[src/rtl/lc3b_types.sv]
package lc3b_types;

    typedef logic [15:0] lc3b_word;
    typedef logic [2:0]  lc3b_reg;
    typedef logic [3:0]  lc3b_opcode;
    typedef logic [1:0]  lc3b_aluop;

    // From MSB down: aluop, use_imm, mem_read, mem_write, reg_write
    typedef logic [5:0]  lc3b_control_word;

    // Supported opcodes, everything else decodes to a no-op
    localparam lc3b_opcode op_add = 4'b0001;
    localparam lc3b_opcode op_and = 4'b0101;
    localparam lc3b_opcode op_not = 4'b1001;
    localparam lc3b_opcode op_ldr = 4'b0110;
    localparam lc3b_opcode op_str = 4'b0111;

    // ALU operations
    localparam lc3b_aluop alu_add  = 2'd0;
    localparam lc3b_aluop alu_and  = 2'd1;
    localparam lc3b_aluop alu_not  = 2'd2;
    localparam lc3b_aluop alu_pass = 2'd3;

    // Control word bit positions
    localparam int cw_aluop_hi  = 5;
    localparam int cw_aluop_lo  = 4;
    localparam int cw_use_imm   = 3;
    localparam int cw_mem_read  = 2;
    localparam int cw_mem_write = 1;
    localparam int cw_reg_write = 0;

endpackage : lc3b_types
[src/rtl/cpu_datapath.sv]
`timescale 1ns/10ps

module cpu_datapath (
    input  logic                 clk,
    input  logic                 rst,

    /* Port A */
    input  logic                 resp_a,
    input  lc3b_types::lc3b_word rdata_a,
    output logic                 read_a,
    output lc3b_types::lc3b_word address_a,

    /* Port B */
    input  logic                 resp_b,
    input  lc3b_types::lc3b_word rdata_b,
    output logic                 read_b,
    output logic                 write_b,
    output lc3b_types::lc3b_word address_b,
    output lc3b_types::lc3b_word wdata_b
);

    import lc3b_types::*;

    logic stall;
    logic fetch_pending;

    // IF
    lc3b_word if_instruction;
    lc3b_word if_id_inst;

    // ID
    lc3b_control_word id_ctrl;
    lc3b_reg          id_dest;
    lc3b_word         id_sr1_data;
    lc3b_word         id_sr2_data;
    lc3b_word         id_imm;

    lc3b_control_word id_ex_ctrl;
    lc3b_reg          id_ex_dest;
    lc3b_word         id_ex_sr1_data;
    lc3b_word         id_ex_imm;
    lc3b_word         id_ex_sr2_data;

    // EX
    lc3b_word         ex_alu;
    lc3b_word         ex_addr;

    lc3b_control_word ex_mem_ctrl;
    lc3b_reg          ex_mem_dest;
    lc3b_word         ex_mem_alu;
    lc3b_word         ex_mem_addr;
    lc3b_word         ex_mem_store;

    // MEM and WB
    lc3b_word         mem_result;

    lc3b_control_word mem_wb_ctrl;
    lc3b_reg          mem_wb_dest;
    lc3b_word         mem_wb_data;
    logic             wb_reg_write;

    assign wb_reg_write = mem_wb_ctrl[cw_reg_write];

    if_datapath if_dp (
        .clk(clk),
        .rst(rst),
        .stall(stall),
        .resp_a(resp_a),
        .rdata_a(rdata_a),
        .read_a(read_a),
        .address_a(address_a),
        .fetch_pending(fetch_pending),
        .pc(),
        .instruction(if_instruction)
    );

    // Instruction rides in the alu field
    buffer if_id_buf (
        .clk(clk),
        .rst(rst),
        .load(~stall),
        .ctrl_in('0),
        .dest_in('0),
        .alu_in(if_instruction),
        .addr_in('0),
        .store_in('0),
        .ctrl_out(),
        .dest_out(),
        .alu_out(if_id_inst),
        .addr_out(),
        .store_out()
    );

    id_datapath id_dp (
        .clk(clk),
        .rst(rst),
        .inst(if_id_inst),
        .ctrl(id_ctrl),
        .dest(id_dest),
        .sr1(),
        .sr2(),
        .sr1_out(id_sr1_data),
        .sr2_out(id_sr2_data),
        .imm(id_imm),
        .wb_reg_write(wb_reg_write),
        .wb_dest(mem_wb_dest),
        .wb_data(mem_wb_data)
    );

    buffer id_ex_buf (
        .clk(clk),
        .rst(rst),
        .load(~stall),
        .ctrl_in(id_ctrl),
        .dest_in(id_dest),
        .alu_in(id_sr1_data),
        .addr_in(id_imm),
        .store_in(id_sr2_data),
        .ctrl_out(id_ex_ctrl),
        .dest_out(id_ex_dest),
        .alu_out(id_ex_sr1_data),
        .addr_out(id_ex_imm),
        .store_out(id_ex_sr2_data)
    );

    ex_datapath ex_dp (
        .ctrl(id_ex_ctrl),
        .sr1_data(id_ex_sr1_data),
        .sr2_data(id_ex_sr2_data),
        .imm(id_ex_imm),
        .alu_out(ex_alu),
        .addr_out(ex_addr)
    );

    buffer ex_mem_buf (
        .clk(clk),
        .rst(rst),
        .load(~stall),
        .ctrl_in(id_ex_ctrl),
        .dest_in(id_ex_dest),
        .alu_in(ex_alu),
        .addr_in(ex_addr),
        .store_in(id_ex_sr2_data),
        .ctrl_out(ex_mem_ctrl),
        .dest_out(ex_mem_dest),
        .alu_out(ex_mem_alu),
        .addr_out(ex_mem_addr),
        .store_out(ex_mem_store)
    );

    mem_datapath mem_dp (
        .clk(clk),
        .rst(rst),
        .ctrl_in(ex_mem_ctrl),
        .addr_in(ex_mem_addr),
        .store_in(ex_mem_store),
        .alu_in(ex_mem_alu),
        .fetch_pending(fetch_pending),
        .resp_b(resp_b),
        .rdata_b(rdata_b),
        .read_b(read_b),
        .write_b(write_b),
        .address_b(address_b),
        .wdata_b(wdata_b),
        .stall(stall),
        .result(mem_result)
    );

    // Selected result goes straight back to the register file
    buffer mem_wb_buf (
        .clk(clk),
        .rst(rst),
        .load(~stall),
        .ctrl_in(ex_mem_ctrl),
        .dest_in(ex_mem_dest),
        .alu_in(mem_result),
        .addr_in('0),
        .store_in('0),
        .ctrl_out(mem_wb_ctrl),
        .dest_out(mem_wb_dest),
        .alu_out(mem_wb_data),
        .addr_out(),
        .store_out()
    );

endmodule : cpu_datapath

[src/rtl/mem_datapath.sv]
`timescale 1ns/10ps

module mem_datapath (
    input  logic                         clk,
    input  logic                         rst,

    input  lc3b_types::lc3b_control_word ctrl_in,
    input  lc3b_types::lc3b_word         addr_in,
    input  lc3b_types::lc3b_word         store_in,
    input  lc3b_types::lc3b_word         alu_in,
    input  logic                         fetch_pending,

    /* Port B */
    input  logic                         resp_b,
    input  lc3b_types::lc3b_word         rdata_b,
    output logic                         read_b,
    output logic                         write_b,
    output lc3b_types::lc3b_word         address_b,
    output lc3b_types::lc3b_word         wdata_b,

    output logic                         stall,
    output lc3b_types::lc3b_word         result
);

    import lc3b_types::*;

    logic     done_b;
    logic     mem_wait;
    lc3b_word hold_b;
    lc3b_word load_data;

    // Request drops once answered, until the pipeline moves on
    assign read_b    = ctrl_in[cw_mem_read] & ~done_b;
    assign write_b   = ctrl_in[cw_mem_write] & ~done_b;
    assign address_b = addr_in;
    assign wdata_b   = store_in;

    assign mem_wait = (read_b | write_b) & ~resp_b;
    assign stall    = mem_wait | fetch_pending;

    always_ff @(posedge clk) begin
        if (rst) begin
            done_b <= 1'b0;
        end else if (!stall) begin
            done_b <= 1'b0;
        end else if (resp_b && (read_b || write_b)) begin
            done_b <= 1'b1;
        end
    end

    // Load data parked while IF is still waiting
    always_ff @(posedge clk) begin
        if (resp_b && read_b) begin
            hold_b <= rdata_b;
        end
    end

    assign load_data = done_b ? hold_b : rdata_b;
    assign result    = ctrl_in[cw_mem_read] ? load_data : alu_in;

endmodule : mem_datapath

[src/rtl/buffer.sv]
`timescale 1ns/10ps

module buffer (
    input  logic                         clk,
    input  logic                         rst,
    input  logic                         load,

    input  lc3b_types::lc3b_control_word ctrl_in,
    input  lc3b_types::lc3b_reg          dest_in,
    input  lc3b_types::lc3b_word         alu_in,
    input  lc3b_types::lc3b_word         addr_in,
    input  lc3b_types::lc3b_word         store_in,

    output lc3b_types::lc3b_control_word ctrl_out,
    output lc3b_types::lc3b_reg          dest_out,
    output lc3b_types::lc3b_word         alu_out,
    output lc3b_types::lc3b_word         addr_out,
    output lc3b_types::lc3b_word         store_out
);

    // A cleared control word is a bubble
    always_ff @(posedge clk) begin
        if (rst) begin
            ctrl_out <= '0;
        end else if (load) begin
            ctrl_out <= ctrl_in;
        end
    end

    always_ff @(posedge clk) begin
        if (load) begin
            dest_out  <= dest_in;
            alu_out   <= alu_in;
            addr_out  <= addr_in;
            store_out <= store_in;
        end
    end

endmodule : buffer

[src/rtl/ex_datapath.sv]
`timescale 1ns/10ps

module ex_datapath (
    input  lc3b_types::lc3b_control_word ctrl,
    input  lc3b_types::lc3b_word         sr1_data,
    input  lc3b_types::lc3b_word         sr2_data,
    input  lc3b_types::lc3b_word         imm,
    output lc3b_types::lc3b_word         alu_out,
    output lc3b_types::lc3b_word         addr_out
);

    import lc3b_types::*;

    lc3b_aluop aluop;
    lc3b_word  operand_b;

    assign aluop     = ctrl[cw_aluop_hi:cw_aluop_lo];
    assign operand_b = ctrl[cw_use_imm] ? imm : sr2_data;

    always_comb begin
        case (aluop)
            alu_add:  alu_out = sr1_data + operand_b;
            alu_and:  alu_out = sr1_data & operand_b;
            alu_not:  alu_out = ~sr1_data;
            alu_pass: alu_out = sr1_data;
        endcase
    end

    // Base register plus scaled offset for LDR and STR
    assign addr_out = sr1_data + imm;

endmodule : ex_datapath

[src/rtl/id_datapath.sv]
`timescale 1ns/10ps

module id_datapath (
    input  logic                         clk,
    input  logic                         rst,
    input  lc3b_types::lc3b_word         inst,

    output lc3b_types::lc3b_control_word ctrl,
    output lc3b_types::lc3b_reg          dest,
    output lc3b_types::lc3b_reg          sr1,
    output lc3b_types::lc3b_reg          sr2,
    output lc3b_types::lc3b_word         sr1_out,
    output lc3b_types::lc3b_word         sr2_out,
    output lc3b_types::lc3b_word         imm,

    /* From WB */
    input  logic                         wb_reg_write,
    input  lc3b_types::lc3b_reg          wb_dest,
    input  lc3b_types::lc3b_word         wb_data
);

    import lc3b_types::*;

    lc3b_opcode opcode;
    logic       is_mem;

    assign opcode = inst[15:12];
    assign is_mem = (opcode == op_ldr) || (opcode == op_str);

    always_comb begin
        ctrl = '0;
        case (opcode)
            op_add: begin
                ctrl[cw_aluop_hi:cw_aluop_lo] = alu_add;
                ctrl[cw_use_imm]              = inst[5];
                ctrl[cw_reg_write]            = 1'b1;
            end
            op_and: begin
                ctrl[cw_aluop_hi:cw_aluop_lo] = alu_and;
                ctrl[cw_use_imm]              = inst[5];
                ctrl[cw_reg_write]            = 1'b1;
            end
            op_not: begin
                ctrl[cw_aluop_hi:cw_aluop_lo] = alu_not;
                ctrl[cw_reg_write]            = 1'b1;
            end
            op_ldr: begin
                ctrl[cw_aluop_hi:cw_aluop_lo] = alu_pass;
                ctrl[cw_mem_read]             = 1'b1;
                ctrl[cw_reg_write]            = 1'b1;
            end
            op_str: begin
                ctrl[cw_aluop_hi:cw_aluop_lo] = alu_pass;
                ctrl[cw_mem_write]            = 1'b1;
            end
            default: ctrl = '0;
        endcase
    end

    // STR reads its source register through the second port
    assign dest = inst[11:9];
    assign sr1  = inst[8:6];
    assign sr2  = (opcode == op_str) ? inst[11:9] : inst[2:0];

    // offset6 is a word offset, imm5 is used as is
    assign imm = is_mem ? {{9{inst[5]}}, inst[5:0], 1'b0} : {{11{inst[4]}}, inst[4:0]};

    regfile rf (
        .clk(clk),
        .rst(rst),
        .reg_write(wb_reg_write),
        .dest(wb_dest),
        .wdata(wb_data),
        .sr1(sr1),
        .sr2(sr2),
        .sr1_out(sr1_out),
        .sr2_out(sr2_out)
    );

endmodule : id_datapath

[src/rtl/regfile.sv]
`timescale 1ns/10ps

module regfile (
    input  logic                 clk,
    input  logic                 rst,
    input  logic                 reg_write,
    input  lc3b_types::lc3b_reg  dest,
    input  lc3b_types::lc3b_word wdata,
    input  lc3b_types::lc3b_reg  sr1,
    input  lc3b_types::lc3b_reg  sr2,
    output lc3b_types::lc3b_word sr1_out,
    output lc3b_types::lc3b_word sr2_out
);

    lc3b_types::lc3b_word regs [8];

    always_ff @(posedge clk) begin
        if (rst) begin
            for (int i = 0; i < 8; i++) begin
                regs[i] <= 16'h0000;
            end
        end else if (reg_write) begin
            regs[dest] <= wdata;
        end
    end

    // Same-cycle write is visible on the read ports
    assign sr1_out = (reg_write && (dest == sr1)) ? wdata : regs[sr1];
    assign sr2_out = (reg_write && (dest == sr2)) ? wdata : regs[sr2];

endmodule : regfile

[src/rtl/if_datapath.sv]
`timescale 1ns/10ps

module if_datapath (
    input  logic                 clk,
    input  logic                 rst,
    input  logic                 stall,

    /* Port A */
    input  logic                 resp_a,
    input  lc3b_types::lc3b_word rdata_a,
    output logic                 read_a,
    output lc3b_types::lc3b_word address_a,

    output logic                 fetch_pending,
    output lc3b_types::lc3b_word pc,
    output lc3b_types::lc3b_word instruction
);

    logic     fetch_en;
    logic     done_a;
    lc3b_types::lc3b_word pc_reg;
    lc3b_types::lc3b_word hold_a;

    // Fetching starts one cycle after reset is released
    always_ff @(posedge clk) begin
        if (rst) begin
            pc_reg   <= 16'h0000;
            fetch_en <= 1'b0;
            done_a   <= 1'b0;
        end else begin
            fetch_en <= 1'b1;
            if (!stall && fetch_en) begin
                pc_reg <= pc_reg + 16'd2;
            end
            if (!stall) begin
                done_a <= 1'b0;
            end else if (resp_a && read_a) begin
                done_a <= 1'b1;
            end
        end
    end

    // Word kept while the rest of the pipeline waits
    always_ff @(posedge clk) begin
        if (resp_a) begin
            hold_a <= rdata_a;
        end
    end

    assign read_a        = fetch_en & ~done_a;
    assign address_a     = pc_reg;
    assign pc            = pc_reg;
    assign fetch_pending = read_a & ~resp_a;

    // No-op until the first fetch is under way
    assign instruction = !fetch_en ? 16'h0000 : (done_a ? hold_a : rdata_a);

endmodule : if_datapath

[config.mk]
export PLATFORM = sky130hd
export DESIGN_NAME = cpu_datapath
export DESIGN_NICKNAME = d
export VERILOG_FILES = /design/src/rtl/lc3b_types.sv /design/src/rtl/cpu_datapath.sv /design/src/rtl/mem_datapath.sv /design/src/rtl/buffer.sv /design/src/rtl/ex_datapath.sv /design/src/rtl/id_datapath.sv /design/src/rtl/regfile.sv /design/src/rtl/if_datapath.sv
export SDC_FILE = /design/constraint.sdc
export NUM_CORES = 1
export LEC_CHECK = 0
export BUFFER_PORTS_ARGS = -buffer_cell sky130_fd_sc_hd__buf_2
export CAP_MARGIN = 20
export CORE_AREA = 2 2 192 194
export CTS_BUF_LIST = sky130_fd_sc_hd__clkbuf_4 sky130_fd_sc_hd__clkbuf_8
export CTS_CLUSTER_SIZE = 16
export DETAILED_ROUTE_END_ITERATION = 8
export DIE_AREA = 0 0 194 196
export GPL_TIMING_DRIVEN = 0
export PLACE_DENSITY = 0.6
export SLEW_MARGIN = 10
export SYNTH_ARGS = -nofsm -noshare
export SYNTH_HDL_FRONTEND = slang
export SYNTH_SLANG_ARGS = --single-unit
[constraint.sdc]
create_clock -name clk -period 5.58 [get_ports clk]
set_input_delay 0.279 -clock clk [delete_from_list [all_inputs] [get_ports clk]]
set_output_delay 0.279 -clock clk [all_outputs]
set_load 0.1 [all_outputs]
==> summary.md, run 1 <==
| Metric | Value |
|---|---|
| Pleak | slightly below 7 nW |
| CTS Root Cell | clkbuf_8 |
| CTS resizes | 0 |
| Via count | roughly 13,000 |
| Worst-skew pair later-pin latency | between 600 and 700 ps |
| Max frequency | about 0.29 GHz |
| Hold crit path type | primary input to flip-flop |
| Vias in the first global route | 12,700 |
| Number of core rows | 70 |
| Die height | ~200 um |
| Worst Tran Pin Value | around 1000 ps |
| Power Total | slightly above 0.007 W |
| Crit-path max FO | 9 |
| Storage cell area | about 9000 um^2 |
| Initial Utilization | between 40 and 50% |
| Largest net degree at the start of global routing | 52 |
| # clock sinks | about 320 |
| Cell area after layout | 19,600 um^2 |
| Synth cell types | 66 |
| Clock power frac | about 29% |
| Top Family by Delay on Critical Path | compound AO/OA/AOI/OAI gates |
| Status | finished clean |
| Flop pwr share | 43.5% |
| Max Transition Viols Final | 0 |
| CP endpoint kind | flip-flop |
| # H-tree levels | 2 |
| Most flop-heavy register | id_dp.rf.regs |
| Final ANT Viol Nets | 0 |
| Setup bufs post-CTS | 0 |
| Crit share post-route | 62.1% |
| Critical path's slowest cell | fa_1 |
| # DRC | 0 |
| Final TNS setup | 0 ps |
| Synth area leaders | edfxtp_1, mux2i_1, mux4_2 |
| RD Place Congestion | 0.893 |
| Diode count | 0 |
| Post-synth EDFFs | around 290 |
| CP Data Required Time | between 6000 and 7000 ps |
| Sequential fraction of the synthesis area | a little over half |
| Maximum clock insertion buffer count | 3 |
| Layout fillers | 3,133 |
| Net Count, Synth | roughly 1,500 |
| Share of cells above drive strength 1 | 16.6% |
| Avg WL per Cell | 22.2 um |
| Combinational share of power | a little over a quarter |
| Setup Skew | between 20 and 30 ps |
| Synth area leader | edfxtp_1 |
| GRT Residual Overflow | 0 |
| Switching power | roughly 0.0026 W |
| PwrDens | approximately 370 nW/um^2 |
| Initial antenna violation count | 0 |
| Max-slew headroom | between 30 and 40% |
| DR iter-0 viols | 1,089 |
| Max cap viols | 0 |
| CTS tree | yes |
| Final HPWL DP | about 36 mm |
| Clock slew at reported path FFs | ~70 ps |
| Crit path kind | flip-flop to flip-flop |
| Area growth syn-to-layout | 14.8% |
| Synth Register Bits | roughly 320 |
| Num CTS Buffers | between 50 and 60 |
| Share of the synthesized area in the top cell type | approximately 51% |
| Int Pwr | roughly 0.0047 W |
| Die Wd | between 150 and 200 um |
| Syn_area_per_cell | between 10 and 15 um^2 |
| RSZ-0062 raised after global routing | false |
| Area of the mapped netlist | roughly 17,000 um^2 |
| Via/cell ratio | between 5 and 6 |
| Die footprint | between 30,000 and 40,000 um^2 |
| Routed WL | approximately 48 mm |
| Synth Instances | approximately 1,500 |
| Most frequent cell after synthesis | edfxtp_1 |
| Clock period minus worst slack | approximately 3500 ps |
| Post-synth top cells | edfxtp_1, mux2i_1, a21oi_1 |
| Area occupied by multi-input gates | around 7300 um^2 |
| Port Buffers | 84 |
| Gr usage total | approximately a quarter |
| Pre-antenna DRT Iters | 5 |
| First-pass GRT wire length | around 72 mm |
| Hold Fails Final Rpt | 0 |
| Critical Path AT | 3940 ps |
| Core Box Area | 36,100 um^2 |
| Crit start category | flip-flop |
| Synth async-reset ratio | 0% |
| Placed cell area | around 18,000 um^2 |
| Main flop type after synthesis | edfxtp_1 |
| Max incr delay on CP | 450 ps |
| Final net count | approximately 1,700 |
| Worst path cell trace | clkbuf_1 > mux2_2 > ha_1 > fa_1 > nand2_1 > a21oi_1 > o31ai_1 > o21ai_1 > o21ai_0 > xor2_1 > a221oi_1 |
| Largest register FFs | 128 |
| Worst Path Buf+Inv | 1 |
| Net Sw Frac | approximately 36% |
| Worst VDD drop | just under 0.0003 V |
| Yosys Warn Count | 0 |
| Final setup vio count | 0 |
| # IOs | 87 |
==> layout make-up <==
type / count / area share, %
Inverter: 36 / 0.689
Clock buffer: 70 / 4.53
Buffer: 116 / 2.46
Tap cell: 468 / 2.99
Sequential cell: 319 / 47.3
Timing Repair Buffer: 120 / 4.15
Clock inverter: 29 / 0.957
Multi-Input combinational cell: 987 / 37.0
==> worst reg2reg max path, cell delays in order, from the launching register on <==
cell and delay (ps):
dfxtp_1 300, clkbuf_1 410, mux2_2 400, ha_1 230, fa_1 450, nand2_1 110, a21oi_1 120, o31ai_1 400
o21ai_1 220, o21ai_0 310, xor2_1 110, a221oi_1 260
==> metrics by stage <==
stage	utilization [%]	hold WS, ps	cells	setup slack, ps
2_1_floorplan	-	378	1458	581
3_3_place_gp	50.1	401	2010	-1150
3_5_place_dp	50.5	405	2013	2080
4_1_cts	54.4	84.2	2145	2110
5_1_grt	54.4	109	2145	1930
6_report	54.4	116	2145	2120
==> kinds of logic (layout without fill, tap and decap cells) <==
group	Yosys count	count (layout)	share of synthesized area, %
and+or+nand+nor	409	409	12.8
DFF	319	319	54.3
buffers and inverters	152	371	3.59
xor gates and xnor gates	39	39	2.00
AOI/OAI and AO/OA	320	320	11.5
other	1	1	0.0220
muxes	184	184	13.3
adders and majority gates	34	34	2.58
==> final timing paths <==
| kind | startpoint | end | slack (ps) | depth (start not counted) |
|---|---|---|---|---|
| min reg2reg | id_ex_buf.dest_out[2] | ex_mem_buf.dest_out[2] | 420 | 0 |
| max | id_ex_buf.ctrl_out[3] | ex_mem_buf.alu_out[14] | 2120 | 11 |
| min | resp_a | if_dp.hold_a[12] | 120 | 1 |
| max reg2reg | id_ex_buf.ctrl_out[3] | ex_mem_buf.alu_out[14] | 2120 | 11 |
==> power by group through the flow <==
| stage | logic (W) | registers, W | clock network (W) |
|---|---|---|---|
| after floorplan | 0.000974 | 0.00365 | 0 |
| after global placement | 0.00191 | 0.00320 | 0 |
| after detailed placement | 0.00195 | 0.00319 | 0 |
| after CTS | 0.00197 | 0.00315 | 0.00215 |
| after global routing | 0.00212 | 0.00318 | 0.00224 |
| final | 0.00199 | 0.00315 | 0.00211 |
==> timing repair <==
| item | 4_1_cts | 5_1_grt |
|---|---|---|
| setup endpoints to repair | 0 | 0 |
| hold buffers | 33 | 0 |
| endpoints found under the hold margin | 39 | 0 |
==> per-layer routing <==
metal  GRT usage (%)  up-vias  part of all wire, %
met5               0        -                    0
met4            10.4        0                  3.2
met3            3.49       95                  5.6
met2            41.7      435                   48
met1            32.3     6284                   43
li1                -     5972                    -
==> placed cells by master (no fill, tap or decap), types with 26 or more instances in the layout <==
cell           count
mux2i_1          126
dfxtp_1           31
dlygate4sd3_1     33
clkinv_1          33
a211oi_1          53
nor4_1            32
edfxtp_1         288
a21oi_1          104
mux2_2            26
ha_1              32
buf_2            106
clkbuf_8          58
mux4_2            32
clkbuf_1          79
nor2b_1           75
nor3_1           103
o22ai_1           63
o21ai_0           46
nand2_1           57
nor2_1            65
Power figures use the tool's default switching activity.
==> run 2: changes to the inputs <==
- PLACE_DENSITY: 0.6 -> 0.63
- clock period: 5.58 -> 3.15 ns (I/O delays scaled with it)
==> run 2 against run 1 <==
- sequential power increased by 77%
- non-clock buffer count rose by 3
- register-to-register slack worse by 1900 ps
- combinational power grew 79%
- setup slack lost 1900 ps
- clock power increased by 78%
- clock skew is 11 ps lower
- core utilization rose by 0.15 points
- critical path depth stayed put
- via count is 0.84% lower
- flip-flop and latch count stayed put
- sequential share of layout area is 0.11 points lower
- critical endpoint is now ex_mem_buf.alu_out[15]
- largest cell class unchanged
- highest routed layer unchanged
==> summary.md, run 2 (synthesized netlist as in run 1, its figures left out) <==
| Metric | Value |
|---|---|
| Fin cells | 2,143 (-0.093%) |
| # IOs | 87 (unchanged) |
| Share of cells above drive strength 1 | 17.4% (+0.86 points) |
| Cell area after layout | 19,700 um^2 (+0.28%) |
| DR iter-0 viols | 1,114 (+2.3%) |
| Worst path cell trace | buf_4 > clkbuf_2 > o21ai_0 > ha_1 > a21oi_1 > o21ai_0 > a21o_1 > a21oi_1 > o21ai_0 > mux2i_1 > a221oi_2 |
| Vias in the first global route | 12,700 (+0.10%) |
| Fin Hold WS | 284 ps (+167 ps) |
| # clock sinks | 319 (unchanged) |
| Core Box Area | 36,100 um^2 (unchanged) |
| Final TNS setup | 0 ps (unchanged) |
| Final ANT Viol Nets | 0 (unchanged) |
| Worst Hold Path EP | if_dp.hold_a[0] |
| Largest register FFs | 128 (unchanged) |
| Top Family by Delay on Critical Path | compound AO/OA/AOI/OAI gates |
| Commonest non-fill, non-tap cell in the layout | edfxtp_1 |
| Die footprint | 38,000 um^2 (unchanged) |
| CTS Root Cell | clkbuf_8 |
| Gr usage total | 24.6% (-0.18 points) |
| Critical Path AT | 3370 ps (-570 ps) |
| Max-slew headroom | 37.1% (+6.9 points) |
| # H-tree levels | 2 (unchanged) |
| Max Transition Viols Final | 0 (unchanged) |
| Critical R2R Capture | ex_mem_buf.alu_out[15] |
| Area growth syn-to-layout | 15.1% |
| Crit-path max FO | 10 (+1) |
| Largest net degree at the start of global routing | 95 (+83%) |
| Hold path startpoint | rdata_a[0] |
| CTS tree | yes |
| Initial Utilization | 47.3% (unchanged) |
| Hold crit path type | primary input to flip-flop |
| Crit share post-route | 94.5% (+32 points) |
| Clock period minus worst slack | 2980 ps (-487 ps) |
| Diode count | 0 (unchanged) |
| Initial antenna violation count | 0 (unchanged) |
| Hold Path Stages | 2 (+1) |
| Pre-antenna DRT Iters | 5 (unchanged) |
| Via count | 12,700 (-0.84%) |
| Final Util | 54.5% (+0.15 points) |
| Hold Fails Final Rpt | 0 (unchanged) |
| Max cap viols | 0 (unchanged) |
| Final HPWL DP | 35.4 mm (-1.1%) |
| Max incr delay on CP | 390 ps (-60 ps) |
| Worst-skew pair later-pin latency | 600 ps (-50 ps) |
| Port Buffers | 84 (unchanged) |
| Die Wd | 194 um (unchanged) |
| Critical path's slowest cell | ha_1 |
| Worst Tran Pin Value | 943 ps (-103 ps) |
| Avg WL per Cell | 22.0 um (-0.69%) |
| PwrDens | 655 nW/um^2 (+77%) |
| CP startpoint | id_ex_buf.ctrl_out[3] |
| Pleak | 6.97 nW (+0.52%) |
| Via/cell ratio | 5.92 (-0.74%) |
| Crit path kind | flip-flop to flip-flop |
| GRT Residual Overflow | 0 (unchanged) |
| R2R Path Start | id_ex_buf.ctrl_out[3] |
| Setup Skew | 17.6 ps (-11.0 ps) |
| Die height | 196 um (unchanged) |
| # DRC | 0 (unchanged) |
| Reg2reg setup slack | 170 ps (-1940 ps) |
| CP Data Required Time | 3540 ps (-2510 ps) |
| R2R cell count | 11 (unchanged) |
| CP endpoint kind | flip-flop |
| Most flop-heavy register | id_dp.rf.regs |
| Most frequent cells in the layout | edfxtp_1, mux2i_1, buf_2 |
| Max frequency | 0.336 GHz (+16%) |
| Num CTS Buffers | 52 (-3.7%) |
| Crit start category | flip-flop |
| Status | finished clean |
| Most frequent CP cell | o21ai_0 |
| Routed WL | 47.2 mm (-0.78%) |
| Final setup vio count | 0 (unchanged) |
| Final net count | 1,705 (+0.059%) |
| First-pass GRT wire length | 72.2 mm (-0.29%) |
| RD Place Congestion | 0.915 (+2.5%) |
| Worst Path Buf+Inv | 2 (+1) |
| Maximum clock insertion buffer count | 3 (unchanged) |
| Number of core rows | 70 (unchanged) |
| Clock slew at reported path FFs | 60 ps (about the same) |
| RSZ-0062 raised after global routing | false |
| DP Cell Count | 2,011 (-0.099%) |
| Placed cell area | 18,200 um^2 (-0.16%) |
| Worst VDD drop | 0.000604 V (+100%) |
==> run 2: cell count changes in the layout (fill, tap and decap cells not counted), sizes merged <==
cell | previous run | this run
clkinv | 38 | 29
inv | 21 | 20
clkinvlp | 4 | 3
bufinv | 2 | 3
clkbuf | 150 | 154
dlygate4sd3 | 33 | 35
buf | 123 | 125
==> run 2: report_power, final <==
part           total, W  switching (W)  internal, W
Clock           0.00375        0.00165      0.00211
Combinational   0.00356        0.00255      0.00101
Sequential      0.00558       0.000308      0.00527
Total            0.0129        0.00450      0.00838
==> run 2: timing repair <==
item                       4_1_cts  5_1_grt
setup endpoints to repair        7        6
hold endpoints to repair        78        0
resized for setup                8        3
setup buffers                    0        4
hold buffers                    35        0
pin swaps                        0        2
==> run 2: per-stage QoR <==
stage	total power (W)	setup slack [ps]
after global routing	0.0134	30.1
after global placement	0.00906	-739
after floorplan	0.00818	194
final	0.0129	173
after detailed placement	0.00909	-613
after CTS	0.0129	54.6
==> run 2: worst max-delay path by stage <==
stage,slack [ps],cells past startpoint,to
2_1_floorplan,190,5,ex_mem_buf.addr_out[0]
3_3_place_gp,-740,5,ex_mem_buf.store_out[9]
3_5_place_dp,-610,11,ex_mem_buf.alu_out[14]
4_1_cts,50,10,ex_mem_buf.alu_out[14]
5_1_grt,30,10,ex_mem_buf.alu_out[8]
6_report,170,11,ex_mem_buf.alu_out[15]
==> run 2: routing by layer <==
layer	GRT usage [%]	wire length (um)	share of wire (%)
met1	31.5	19900	42
met2	42.3	23000	49
met3	4.23	2950	6.3
met4	8.53	1310	2.8
met5	0	0	0
==> run 2: worst reg2reg max path, cell delays in order, from the launching register on <==
cell	delay [ps]
dfxtp_4	360
buf_4	160
clkbuf_2	260
o21ai_0	140
ha_1	390
a21oi_1	360
o21ai_0	160
a21o_1	230
a21oi_1	130
o21ai_0	120
mux2i_1	170
a221oi_2	280
==> run 2: cell type report <==
| class | count | area, um^2 |
|---|---|---|
| fillers | 3045 | 16400 |
| flip-flops and latches | 319 | 9270 |
| multi-input cells | 987 | 7280 |
| clock buffers | 75 | 913 |
| repair buffers | 124 | 828 |
| well taps | 468 | 586 |
| plain buffers | 115 | 485 |
| clock inverters | 19 | 168 |
| inverters | 36 | 135 |
==> run 3: changes to the inputs <==
- GPL_TIMING_DRIVEN: 0 -> 1
- PLACE_DENSITY: 0.63 -> 0.6
- clock period: 3.15 -> 3.3 ns (I/O delays scaled with it)
==> run 3 against run 2 <==
- total power shrank 6.7%
- critical path type unchanged
- sequential power is 4.3% lower
- worst hold slack worse by 240 ps
- clock power down 9.6%
- combinational power decreased by 7.3%
- via count shrank 1.2%
- critical endpoint is now ex_mem_buf.alu_out[14]
- largest power group unchanged
- register-to-register slack better by 80 ps
==> summary.md, run 3 (synthesized netlist as in run 1, its figures left out) <==
| Metric | Value |
|---|---|
| Status | finished clean |
| Hold path startpoint | rst |
| Critical R2R Capture | ex_mem_buf.alu_out[14] |
| Commonest non-fill, non-tap cell in the layout | edfxtp_1 |
| R2R Path Start | id_ex_buf.ctrl_out[3] |
| Via count | 12,500 (-1.2%) |
| Final TNS setup | 0 ps (unchanged) |
| Vias in the first global route | 12,200 (-3.5%) |
| Maximum clock insertion buffer count | 3 (unchanged) |
| Cell area after layout | 19,500 um^2 (-0.74%) |
| Via/cell ratio | 6.02 (+1.8%) |
| Max incr delay on CP | 430 ps (+40 ps) |
| Share of cells above drive strength 1 | 18.7% (+1.3 points) |
| Hold crit path type | primary input to flip-flop |
| Area growth syn-to-layout | 14.3% |
| Die height | 196 um (unchanged) |
| Port Buffers | 85 (+1.2%) |
| Initial Utilization | 47.3% (unchanged) |
| Critical path's slowest cell | o31ai_1 |
| Crit-path max FO | 17 (+7) |
| Max Transition Viols Final | 0 (unchanged) |
| CTS resizes | 0 (-8) |
| Worst Hold Path EP | if_dp.address_a[1] |
| RD Place Congestion | 0.901 (-1.6%) |
| Reg2reg setup slack | 250 ps (+80 ps) |
| Pleak | 6.97 nW (about the same) |
| Max-slew headroom | 45.8% (+8.7 points) |
| Max cap viols | 0 (unchanged) |
| Worst VDD drop | 0.000683 V (+13%) |
| Most frequent cells in the layout | edfxtp_1, mux2i_1, a21oi_1 |
| Layout fillers | 3,080 (+1.1%) |
| Num CTS Buffers | 53 (+1.9%) |
| Setup Skew | 21.5 ps (+3.98 ps) |
| Critical Path AT | 3460 ps (+90 ps) |
| Die Wd | 194 um (unchanged) |
| First-pass GRT wire length | 69.8 mm (-3.4%) |
| Final net count | 1,642 (-3.7%) |
| Clock period minus worst slack | 3050 ps (+67.9 ps) |
| CP Data Required Time | 3720 ps (+180 ps) |
| Worst path cell trace | buf_4 > mux2_2 > fa_1 > nand2_1 > a21oi_1 > o31ai_1 > o21ai_1 > o21ai_0 > xor2_1 > a221oi_1 |
| Avg WL per Cell | 21.8 um (-1.0%) |
| Clock slew at reported path FFs | 60 ps (about the same) |
| # clock sinks | 319 (unchanged) |
| GRT Residual Overflow | 0 (unchanged) |
| Largest register FFs | 128 (unchanged) |
| # DRC | 0 (unchanged) |
| Worst Tran Pin Value | 813 ps (-131 ps) |
| DR iter-0 viols | 992 (-11%) |
| PwrDens | 616 nW/um^2 (-6.0%) |
| Crit share post-route | 92.3% (-2.2 points) |
| # IOs | 87 (unchanged) |
| Worst-skew pair later-pin latency | 610 ps (about the same) |
| Hold Fails Final Rpt | 0 (unchanged) |
| Crit start category | flip-flop |
| # H-tree levels | 2 (unchanged) |
| Core Box Area | 36,100 um^2 (unchanged) |
| Most flop-heavy register | id_dp.rf.regs |
| Pre-antenna DRT Iters | 7 (+2) |
| Fin Hold WS | 45.7 ps (-238 ps) |
| Routed WL | 45.3 mm (-3.9%) |
| Initial antenna violation count | 0 (unchanged) |
| Final HPWL DP | 29.4 mm (-17%) |
| Area occupied by multi-input gates | 7220 um^2 (-0.76%) |
| Max frequency | 0.328 GHz (-2.2%) |
| Number of core rows | 70 (unchanged) |
| Final setup vio count | 0 (unchanged) |
| Hold Path Stages | 3 (+1) |
| RSZ-0062 raised after global routing | false |
| Storage cell area | 9270 um^2 (about the same) |
| Diode count | 0 (unchanged) |
| Largest net degree at the start of global routing | 102 (+7.4%) |
| CTS Root Cell | clkbuf_8 |
| Placed cell area | 18,200 um^2 (about the same) |
| R2R cell count | 10 (-1) |
| CTS tree | yes |
| Setup bufs post-CTS | 0 (unchanged) |
| Worst Path Buf+Inv | 1 (-1) |
| Crit path kind | flip-flop to flip-flop |
| Gr usage total | 23.5% (-1.1 points) |
| Die footprint | 38,000 um^2 (unchanged) |
| Top Family by Delay on Critical Path | compound AO/OA/AOI/OAI gates |
| CP endpoint kind | flip-flop |
| Final ANT Viol Nets | 0 (unchanged) |
## run 3: how the worst max path moves through the flow
stage | cells past startpoint | to | start
floorplan | 5 | ex_mem_buf.addr_out[0] | if_dp.done_a
global placement | 10 | ex_mem_buf.alu_out[14] | id_ex_buf.ctrl_out[3]
detailed placement | 10 | ex_mem_buf.alu_out[14] | id_ex_buf.ctrl_out[3]
CTS | 10 | ex_mem_buf.alu_out[14] | id_ex_buf.ctrl_out[3]
global route | 10 | ex_mem_buf.alu_out[14] | id_ex_buf.ctrl_out[3]
finish | 10 | ex_mem_buf.alu_out[14] | id_ex_buf.ctrl_out[3]
## run 3: worst min-delay path: cells and delay by family
kind | cells | cell delay (ps)
buf+inv | 2 | 330
simple gates | 1 | 120
## run 3: routing by layer
layer | part of all wire [%] | global-route usage [%]
met2 | 48 | 40.0
met1 | 43 | 30.8
met5 | 0 | 0
met4 | 3.0 | 7.74
met3 | 6.4 | 3.66
## run 3: per-stage QoR
stage | util [%] | std cells | total power, W | setup slack, ps
2_1_floorplan | - | 1458 | 0.00781 | 344
3_3_place_gp | 50.4 | 1952 | 0.00860 | 340
3_5_place_dp | 50.4 | 1952 | 0.00864 | 295
4_1_cts | 54.1 | 2080 | 0.0121 | 295
5_1_grt | 54.1 | 2080 | 0.0125 | 67.5
6_report | 54.1 | 2080 | 0.0120 | 255
## run 3: what timing repair did
item / in CTS / in global routing
hold buffers: 33 / 0
setup endpoints to repair: 0 / 0
endpoints found under the hold margin: 59 / 0
## run 3: cell type report
class | count | area share, %
repair buffers | 175 | 6.64
well taps | 468 | 3.00
inverters | 36 | 0.718
clock inverters | 21 | 0.602
multi-input cells | 987 | 37.0
flip-flops and latches | 319 | 47.5
clock buffers | 74 | 4.54
## run 3: report_power, final
| part | leakage [nW] | internal [W] | switching (W) |
|---|---|---|---|
| Sequential | 3.20 | 0.00503 | 0.000308 |
| Clock | 0.530 | 0.00180 | 0.00159 |
| Combinational | 3.23 | 0.000966 | 0.00233 |
